## config.mk

```make
export PLATFORM = sky130hd
export DESIGN_NAME = core_top
export DESIGN_NICKNAME = d
export VERILOG_FILES = /design/src/logic/rv_pkg.sv /design/src/logic/reg_file.sv /design/src/logic/fetch_unit.sv /design/src/logic/exec_unit.sv /design/src/logic/load_store_unit.sv /design/src/logic/bus_arbiter.sv /design/src/logic/core_top.sv
export SDC_FILE = /design/constraint.sdc
export NUM_CORES = 2
export LEC_CHECK = 0
export BUFFER_PORTS_ARGS = -buffer_cell sky130_fd_sc_hd__buf_2
export CAP_MARGIN = 0
export CORE_MARGIN = 5
export CORE_UTILIZATION = 30
export DETAILED_ROUTE_END_ITERATION = 8
export GPL_TIMING_DRIVEN = 1
export SLEW_MARGIN = 20
export SYNTH_ARGS = -nofsm -noshare
export SYNTH_HDL_FRONTEND = slang
export SYNTH_HIERARCHICAL = 1
export SYNTH_SLANG_ARGS = --single-unit
```

## constraint.sdc

```tcl
create_clock -name clk -period 18.2 [get_ports clk]
set_clock_uncertainty 0.15 [all_clocks]
set_input_delay 1.82 -clock clk [delete_from_list [all_inputs] [get_ports clk]]
set_output_delay 1.82 -clock clk [all_outputs]
set_load 0.01 [all_outputs]
```

## src/logic/rv_pkg.sv

```systemverilog
package rv_pkg;

    localparam int xlen = 32;
    localparam int reg_addr_w = 5;
    localparam logic [xlen-1:0] reset_pc = 32'h0000_0000;

    // major opcodes of the supported subset
    localparam logic [6:0] opc_op_imm = 7'b0010011;
    localparam logic [6:0] opc_op = 7'b0110011;
    localparam logic [6:0] opc_lui = 7'b0110111;
    localparam logic [6:0] opc_load = 7'b0000011;
    localparam logic [6:0] opc_store = 7'b0100011;
    localparam logic [6:0] opc_branch = 7'b1100011;
    localparam logic [6:0] opc_jal = 7'b1101111;

    typedef enum logic [3:0] {
        op_illegal,
        op_addi,
        op_add,
        op_sub,
        op_and,
        op_or,
        op_xor,
        op_lui,
        op_lw,
        op_sw,
        op_beq,
        op_bne,
        op_jal
    } op_kind_e;

    typedef enum logic [1:0] {
        st_idle,
        st_execute,
        st_mem_wait,
        st_writeback
    } exec_state_e;

    // wishbone classic master side
    typedef struct packed {
        logic cyc;
        logic stb;
        logic we;
        logic [xlen-1:0] adr;
        logic [xlen-1:0] dat_w;
    } wb_req_t;

    typedef struct packed {
        logic ack;
        logic [xlen-1:0] dat_r;
    } wb_rsp_t;

    typedef struct packed {
        logic valid;
        logic [xlen-1:0] pc;
        logic [xlen-1:0] instr;
    } fetch_word_t;

    typedef struct packed {
        logic valid;
        logic we;
        logic [xlen-1:0] addr;
        logic [xlen-1:0] wdata;
        logic [reg_addr_w-1:0] rd;
    } mem_op_t;

    typedef struct packed {
        logic valid;
        logic [xlen-1:0] target;
    } redirect_t;

endpackage

```

## src/logic/reg_file.sv

```systemverilog
`timescale 1ns/1ps

module reg_file (
    input  logic                          clk,
    input  logic                          reset,
    input  logic [rv_pkg::reg_addr_w-1:0] rs1,
    input  logic [rv_pkg::reg_addr_w-1:0] rs2,
    output logic [rv_pkg::xlen-1:0]       rs1_data,
    output logic [rv_pkg::xlen-1:0]       rs2_data,
    input  logic                          we,
    input  logic [rv_pkg::reg_addr_w-1:0] rd,
    input  logic [rv_pkg::xlen-1:0]       rd_data
);

    logic [rv_pkg::xlen-1:0] regs [2**rv_pkg::reg_addr_w];

    // x0 never written and stays zero after reset
    always_ff @(posedge clk) begin
        if (reset) begin
            for (int i = 0; i < 2**rv_pkg::reg_addr_w; i++) begin
                regs[i] <= '0;
            end
        end else if (we && rd != '0) begin
            regs[rd] <= rd_data;
        end
    end

    assign rs1_data = regs[rs1];
    assign rs2_data = regs[rs2];

endmodule

```

## src/logic/fetch_unit.sv

```systemverilog
`timescale 1ns/1ps

module fetch_unit (
    input  logic                clk,
    input  logic                reset,
    input  rv_pkg::redirect_t   redirect,
    output rv_pkg::fetch_word_t fetch_word,
    input  logic                take,
    output rv_pkg::wb_req_t     fetch_req,
    input  rv_pkg::wb_rsp_t     fetch_rsp
);

    logic [rv_pkg::xlen-1:0] pc;
    logic [rv_pkg::xlen-1:0] req_adr;
    logic busy;
    logic discard;
    logic taken;
    logic can_issue;
    rv_pkg::fetch_word_t word_q;

    assign taken = word_q.valid && take;
    // buffer empty or emptying this cycle
    assign can_issue = !busy && (!word_q.valid || taken) && !redirect.valid;

    assign fetch_word = word_q;

    always_comb begin
        fetch_req.cyc = busy;
        fetch_req.stb = busy;
        fetch_req.we = 1'b0;
        fetch_req.adr = req_adr;
        fetch_req.dat_w = '0;
    end

    always_ff @(posedge clk) begin
        if (reset) begin
            pc <= rv_pkg::reset_pc;
            busy <= 1'b0;
            discard <= 1'b0;
            word_q.valid <= 1'b0;
        end else begin
            if (taken) begin
                word_q.valid <= 1'b0;
            end
            if (busy && fetch_rsp.ack) begin
                busy <= 1'b0;
                discard <= 1'b0;
                if (!discard && !redirect.valid) begin
                    word_q.valid <= 1'b1;
                    word_q.pc <= req_adr;
                    word_q.instr <= fetch_rsp.dat_r;
                    pc <= pc + 32'd4;
                end
            end else if (can_issue) begin
                busy <= 1'b1;
                req_adr <= pc;
            end
            // flush drops the buffer and marks the word in flight as stale
            if (redirect.valid) begin
                word_q.valid <= 1'b0;
                pc <= redirect.target;
                if (busy && !fetch_rsp.ack) begin
                    discard <= 1'b1;
                end
            end
        end
    end

endmodule

```

## src/logic/exec_unit.sv

```systemverilog
`timescale 1ns/1ps

module exec_unit (
    input  logic                    clk,
    input  logic                    reset,
    input  rv_pkg::fetch_word_t     fetch_word,
    output logic                    take,
    output rv_pkg::redirect_t       redirect,
    output rv_pkg::mem_op_t         mem_op,
    input  logic                    mem_done,
    input  logic [rv_pkg::xlen-1:0] load_data
);

    rv_pkg::exec_state_e state;
    rv_pkg::op_kind_e op;
    logic [rv_pkg::xlen-1:0] pc_q;
    logic [rv_pkg::xlen-1:0] instr_q;
    logic [rv_pkg::xlen-1:0] result_q;
    logic wr_en_q;
    logic [rv_pkg::xlen-1:0] rs1_data;
    logic [rv_pkg::xlen-1:0] rs2_data;
    logic [rv_pkg::xlen-1:0] imm_i;
    logic [rv_pkg::xlen-1:0] imm_s;
    logic [rv_pkg::xlen-1:0] imm_b;
    logic [rv_pkg::xlen-1:0] imm_u;
    logic [rv_pkg::xlen-1:0] imm_j;
    logic [rv_pkg::xlen-1:0] alu_res;
    logic is_mem;
    logic writes_rd;
    logic jump;

    assign imm_i = {{20{instr_q[31]}}, instr_q[31:20]};
    assign imm_s = {{20{instr_q[31]}}, instr_q[31:25], instr_q[11:7]};
    assign imm_b = {{19{instr_q[31]}}, instr_q[31], instr_q[7], instr_q[30:25],
                    instr_q[11:8], 1'b0};
    assign imm_u = {instr_q[31:12], 12'b0};
    assign imm_j = {{11{instr_q[31]}}, instr_q[31], instr_q[19:12], instr_q[20],
                    instr_q[30:21], 1'b0};

    always_comb begin
        op = rv_pkg::op_illegal;
        case (instr_q[6:0])
            rv_pkg::opc_op_imm: begin
                if (instr_q[14:12] == 3'b000) op = rv_pkg::op_addi;
            end
            rv_pkg::opc_op: begin
                if (instr_q[31:25] == 7'b0000000) begin
                    case (instr_q[14:12])
                        3'b000: op = rv_pkg::op_add;
                        3'b111: op = rv_pkg::op_and;
                        3'b110: op = rv_pkg::op_or;
                        3'b100: op = rv_pkg::op_xor;
                        default: op = rv_pkg::op_illegal;
                    endcase
                end else if (instr_q[31:25] == 7'b0100000 && instr_q[14:12] == 3'b000) begin
                    op = rv_pkg::op_sub;
                end
            end
            rv_pkg::opc_lui: op = rv_pkg::op_lui;
            rv_pkg::opc_load: begin
                if (instr_q[14:12] == 3'b010) op = rv_pkg::op_lw;
            end
            rv_pkg::opc_store: begin
                if (instr_q[14:12] == 3'b010) op = rv_pkg::op_sw;
            end
            rv_pkg::opc_branch: begin
                if (instr_q[14:12] == 3'b000) op = rv_pkg::op_beq;
                else if (instr_q[14:12] == 3'b001) op = rv_pkg::op_bne;
            end
            rv_pkg::opc_jal: op = rv_pkg::op_jal;
            default: op = rv_pkg::op_illegal;
        endcase
    end

    always_comb begin
        case (op)
            rv_pkg::op_addi: alu_res = rs1_data + imm_i;
            rv_pkg::op_add: alu_res = rs1_data + rs2_data;
            rv_pkg::op_sub: alu_res = rs1_data - rs2_data;
            rv_pkg::op_and: alu_res = rs1_data & rs2_data;
            rv_pkg::op_or: alu_res = rs1_data | rs2_data;
            rv_pkg::op_xor: alu_res = rs1_data ^ rs2_data;
            rv_pkg::op_lui: alu_res = imm_u;
            // link value
            rv_pkg::op_jal: alu_res = pc_q + 32'd4;
            default: alu_res = '0;
        endcase
    end

    assign is_mem = (op == rv_pkg::op_lw) || (op == rv_pkg::op_sw);
    assign writes_rd = (op != rv_pkg::op_illegal) && (op != rv_pkg::op_sw) &&
                       (op != rv_pkg::op_beq) && (op != rv_pkg::op_bne);
    assign jump = (op == rv_pkg::op_jal) ||
                  (op == rv_pkg::op_beq && rs1_data == rs2_data) ||
                  (op == rv_pkg::op_bne && rs1_data != rs2_data);

    assign take = (state == rv_pkg::st_idle);

    always_comb begin
        redirect.valid = (state == rv_pkg::st_execute) && jump;
        redirect.target = pc_q + ((op == rv_pkg::op_jal) ? imm_j : imm_b);
        mem_op.valid = (state == rv_pkg::st_execute) && is_mem;
        mem_op.we = (op == rv_pkg::op_sw);
        mem_op.addr = rs1_data + ((op == rv_pkg::op_sw) ? imm_s : imm_i);
        mem_op.wdata = rs2_data;
        mem_op.rd = instr_q[11:7];
    end

    always_ff @(posedge clk) begin
        if (reset) begin
            state <= rv_pkg::st_idle;
            wr_en_q <= 1'b0;
        end else begin
            case (state)
                rv_pkg::st_idle: begin
                    if (fetch_word.valid) state <= rv_pkg::st_execute;
                end
                rv_pkg::st_execute: begin
                    wr_en_q <= writes_rd;
                    state <= is_mem ? rv_pkg::st_mem_wait : rv_pkg::st_writeback;
                end
                rv_pkg::st_mem_wait: begin
                    if (mem_done) state <= rv_pkg::st_writeback;
                end
                default: state <= rv_pkg::st_idle;
            endcase
        end
    end

    always_ff @(posedge clk) begin
        if (state == rv_pkg::st_idle && fetch_word.valid) begin
            pc_q <= fetch_word.pc;
            instr_q <= fetch_word.instr;
        end
        if (state == rv_pkg::st_execute) begin
            result_q <= alu_res;
        end else if (state == rv_pkg::st_mem_wait && mem_done && op == rv_pkg::op_lw) begin
            result_q <= load_data;
        end
    end

    reg_file reg_file_i (
        .clk      (clk),
        .reset    (reset),
        .rs1      (instr_q[19:15]),
        .rs2      (instr_q[24:20]),
        .rs1_data (rs1_data),
        .rs2_data (rs2_data),
        .we       (state == rv_pkg::st_writeback && wr_en_q),
        .rd       (instr_q[11:7]),
        .rd_data  (result_q)
    );

endmodule

```

## src/logic/load_store_unit.sv

```systemverilog
`timescale 1ns/1ps

module load_store_unit (
    input  logic                    clk,
    input  logic                    reset,
    input  rv_pkg::mem_op_t         mem_op,
    output logic                    mem_done,
    output logic [rv_pkg::xlen-1:0] load_data,
    output rv_pkg::wb_req_t         data_req,
    input  rv_pkg::wb_rsp_t         data_rsp
);

    // op_q.valid doubles as the busy flag
    rv_pkg::mem_op_t op_q;
    logic ack;

    assign ack = op_q.valid && data_rsp.ack;

    always_comb begin
        data_req.cyc = op_q.valid;
        data_req.stb = op_q.valid;
        data_req.we = op_q.we;
        data_req.adr = op_q.addr;
        data_req.dat_w = op_q.wdata;
    end

    always_ff @(posedge clk) begin
        if (reset) begin
            op_q.valid <= 1'b0;
            mem_done <= 1'b0;
        end else begin
            mem_done <= ack;
            if (ack) begin
                op_q.valid <= 1'b0;
            end else if (!op_q.valid && mem_op.valid) begin
                op_q <= mem_op;
            end
        end
    end

    // read data captured on ack
    always_ff @(posedge clk) begin
        if (ack && !op_q.we) begin
            load_data <= data_rsp.dat_r;
        end
    end

endmodule

```

## src/logic/bus_arbiter.sv

```systemverilog
`timescale 1ns/1ps

module bus_arbiter (
    input  logic            clk,
    input  logic            reset,
    input  rv_pkg::wb_req_t fetch_req,
    output rv_pkg::wb_rsp_t fetch_rsp,
    input  rv_pkg::wb_req_t data_req,
    output rv_pkg::wb_rsp_t data_rsp,
    output rv_pkg::wb_req_t bus_req,
    input  rv_pkg::wb_rsp_t bus_rsp
);

    // owner_data_q is 1 when the data master held the bus last cycle
    logic owner_data_q;
    logic locked_q;
    logic owner_busy;
    logic sel_data;

    // the owner keeps the bus until its cyc falls
    assign owner_busy = locked_q && (owner_data_q ? data_req.cyc : fetch_req.cyc);

    // otherwise data wins when both are pending
    assign sel_data = owner_busy ? owner_data_q : data_req.cyc;

    assign bus_req = sel_data ? data_req : fetch_req;

    always_comb begin
        fetch_rsp.dat_r = bus_rsp.dat_r;
        data_rsp.dat_r = bus_rsp.dat_r;
        fetch_rsp.ack = bus_rsp.ack && !sel_data;
        data_rsp.ack = bus_rsp.ack && sel_data;
    end

    always_ff @(posedge clk) begin
        if (reset) begin
            locked_q <= 1'b0;
            owner_data_q <= 1'b0;
        end else begin
            locked_q <= bus_req.cyc;
            owner_data_q <= sel_data;
        end
    end

endmodule

```

## src/logic/core_top.sv

```systemverilog
`timescale 1ns/1ps

module core_top (
    input  logic            clk,
    input  logic            reset,
    output rv_pkg::wb_req_t bus_req,
    input  rv_pkg::wb_rsp_t bus_rsp
);

    rv_pkg::wb_req_t fetch_req;
    rv_pkg::wb_rsp_t fetch_rsp;
    rv_pkg::wb_req_t data_req;
    rv_pkg::wb_rsp_t data_rsp;
    rv_pkg::fetch_word_t fetch_word;
    rv_pkg::redirect_t redirect;
    rv_pkg::mem_op_t mem_op;
    logic take;
    logic mem_done;
    logic [rv_pkg::xlen-1:0] load_data;

    fetch_unit fetch_unit_i (
        .clk        (clk),
        .reset      (reset),
        .redirect   (redirect),
        .fetch_word (fetch_word),
        .take       (take),
        .fetch_req  (fetch_req),
        .fetch_rsp  (fetch_rsp)
    );

    exec_unit exec_unit_i (
        .clk        (clk),
        .reset      (reset),
        .fetch_word (fetch_word),
        .take       (take),
        .redirect   (redirect),
        .mem_op     (mem_op),
        .mem_done   (mem_done),
        .load_data  (load_data)
    );

    load_store_unit load_store_unit_i (
        .clk        (clk),
        .reset      (reset),
        .mem_op     (mem_op),
        .mem_done   (mem_done),
        .load_data  (load_data),
        .data_req   (data_req),
        .data_rsp   (data_rsp)
    );

    bus_arbiter bus_arbiter_i (
        .clk        (clk),
        .reset      (reset),
        .fetch_req  (fetch_req),
        .fetch_rsp  (fetch_rsp),
        .data_req   (data_req),
        .data_rsp   (data_rsp),
        .bus_req    (bus_req),
        .bus_rsp    (bus_rsp)
    );

endmodule

```

==> results_dict.tcl <==
set metrics [dict create \
    fp.dieH_um 525 \
    top_register "exec_unit_i/reg_file_i/regs" \
    area_growth_pct 10.5 \
    cpLargestDelayFamily "buffers and inverters" \
    rr_startpoint "exec_unit_i/instr_q[16]" \
    boundaryPins 102 \
    cts_resized 0 \
    fin_crit_sh_pct 47.2 \
    hpwl_um 176000 \
    path_buf_inv 6 \
    p_sw_mw 2.66 \
    initial_core_util_pct 30.1 \
    swShare_pct 30.8 \
    cp_slowest_cell "buf_4" \
    path_cells "buf_4 -> buf_4 -> buf_12 -> mux2i_1 -> a22o_1 -> nor3_1 -> a31oi_1 -> nand3_1 -> inv_1 -> ha_1 -> nor3_4 -> nand2_1 -> nor4_1 -> and4_1 -> xor2_1 -> nand3_1 -> a21oi_4 -> buf_4 -> nor3_2 -> buf_4 -> o311ai_0 -> o211ai_1" \
    portBuffers 101 \
    avgViaCountPerCell 5.55 \
    grt_pass1_wl_um 399000 \
    synth.avg_cell_area_um2 11.4 \
    vdd_drop_max_mv 0.0984 \
    ff2ff_path_depth 22 \
    hold_buffers 0 \
    antenna_found_initial 23 \
    tns_ns 0 \
    worst_pin_slew_ns 1.14 \
    nets 7038 \
    rows 189 \
    setup.worst_path.start "exec_unit_i/instr_q[16]" \
    core_um2 265000 \
    numCtsBuffers 157 \
    routed_wirelength_um 279000 \
    power_frac_comb_pct 19.4 \
    post-cts-setup-buffers 0 \
    cts_root_buf "clkbuf_16" \
    grt_max_degree 116 \
    critPathArrivalTime_ns 9.14 \
    dp_worst_setup_slack_ns 9.79 \
    setup_viol 0 \
    rsz0062_at_grt "false" \
    outcome "complete, no violations" \
    cts_max_level 4 \
    slowest_delay_ns 0.80 \
    grt-ovfl-total 0 \
    reg2reg_slack_ns 9.62 \
    crit_type "register to register" \
    cp.depth 22 \
    dr.first_iter.drc_count 6331 \
    rr_endpoint "fetch_unit_i/pc[31]" \
    grt.total_usage_pct 19.3 \
    crit_path_frequent_cell "buf_4" \
    p_int_mw 5.97 \
    drc 0 \
    finalHoldViolCount 0 \
    drive_gt1_share_pct 9.17 \
    clk_pin_slew_ns 0.06 \
    crit_end "fetch_unit_i/pc[31]" \
    cts_buffer_depth 3 \
    ant_nets 0 \
    clock-sinks 1355 \
    holdCritPathClass "register to register" \
    fin_crit_ns 8.58 \
    grt_pass1_vias 57200 \
    clock_insertion_delay_worst_skew_ns 0.81 \
    wl_per_cell_um 26.7 \
    path_max_fanout 115 \
    maxCapViolations 0 \
    cts_tree "yes" \
    power_density_nw_per_um2 98.1 \
    finalMaxSlewViolations 0 \
    syn_area_um2 79600 \
    die_x_um 525 \
    largest_reg_flops 1024 \
    yosys_warnings 6 \
    clkPwrFrac_pct 36.7 \
    dr.pass1.iters 6 \
    die-area_um2 276000 \
    relSlewSlack_pct 24.1 \
    globalplace.congestion 0.916 \
    num_vias 58100 \
    cp-end-kind "register" \
    setup_ws_ns 9.62 \
    crit_required_ns 18.75 \
    synth_cells 6977 \
    finalPower_mw 8.63 \
    p_leak_nw 34.1 \
    fmaxAchievable_mhz 117 \
    post-route-util_pct 33.2 \
    cp-start-kind "register" \
    p_seq_share_pct 43.8 \
]
==> layer usage <==
layer,track usage [%],vias up,routed length (um)
met3,4.33,589,26400
met5,0,-,93
met4,7.50,14,11100
met2,31.0,2912,127000
li1,-,25200,-
met1,25.3,29400,115000
==> cell type report <==
cell class,count,area [um2]
fill,26100,177000
inverter,119,447
sequential,1355,40300
timing repair buffer,252,1860
multi-input combinational,4913,35900
antenna,5,12.5
clock buffer,195,4190
tap,3533,4420
clock inverter,92,910
==> power by group through the flow <==
stage | Sequential [mW] | Clock [mW] | Combinational (mW)
floorplan | 3.71 | 0 | 1.14
global placement | 3.86 | 0 | 1.57
detailed placement | 3.87 | 0 | 1.59
CTS | 3.80 | 3.21 | 1.60
global route | 3.80 | 3.34 | 1.77
finish | 3.78 | 3.17 | 1.68
==> worst min path at each step <==
stage / from / end / cells past startpoint
2_1_floorplan: fetch_unit_i/fetch_word[0] / exec_unit_i/instr_q[0] / 0
3_3_place_gp: fetch_unit_i/fetch_word[32] / exec_unit_i/pc_q[0] / 0
3_5_place_dp: fetch_unit_i/fetch_word[25] / exec_unit_i/instr_q[25] / 0
4_1_cts: fetch_unit_i/fetch_word[9] / exec_unit_i/instr_q[9] / 0
5_1_grt: fetch_unit_i/fetch_word[25] / exec_unit_i/instr_q[25] / 0
6_report: fetch_unit_i/fetch_word[9] / exec_unit_i/instr_q[9] / 0
==> stage by stage <==
stage          cells  hold WS [ns]  area [um2]
2_1_floorplan   7040         0.250       79800
5_1_grt        10500         0.272       88000
3_3_place_gp   10200         0.251       82700
4_1_cts        10500         0.262       87800
6_report       10500         0.263       88000
3_5_place_dp   10200         0.255       82800
==> placed cells by master (no fill, tap or decap), types with 34 or more instances in the layout <==
master / n
dfxtp_1: 39
clkbuf_16: 161
nand4b_1: 68
o211ai_1: 49
nor2_1: 103
buf_4: 132
xor2_1: 47
ha_1: 201
nand2_1: 408
o21ai_0: 75
clkinv_1: 34
nand3_1: 240
xnor2_1: 85
mux2i_1: 1027
buf_2: 100
nand2b_1: 83
and2_1: 1004
a22o_1: 135
edfxtp_1: 1313
or2_2: 38
conb_1: 65
inv_1: 118
a21o_1: 92
a21oi_1: 328
a22oi_1: 208
a31oi_1: 82
nor3_1: 92
Note: power is estimated with default switching activity, not from simulation.
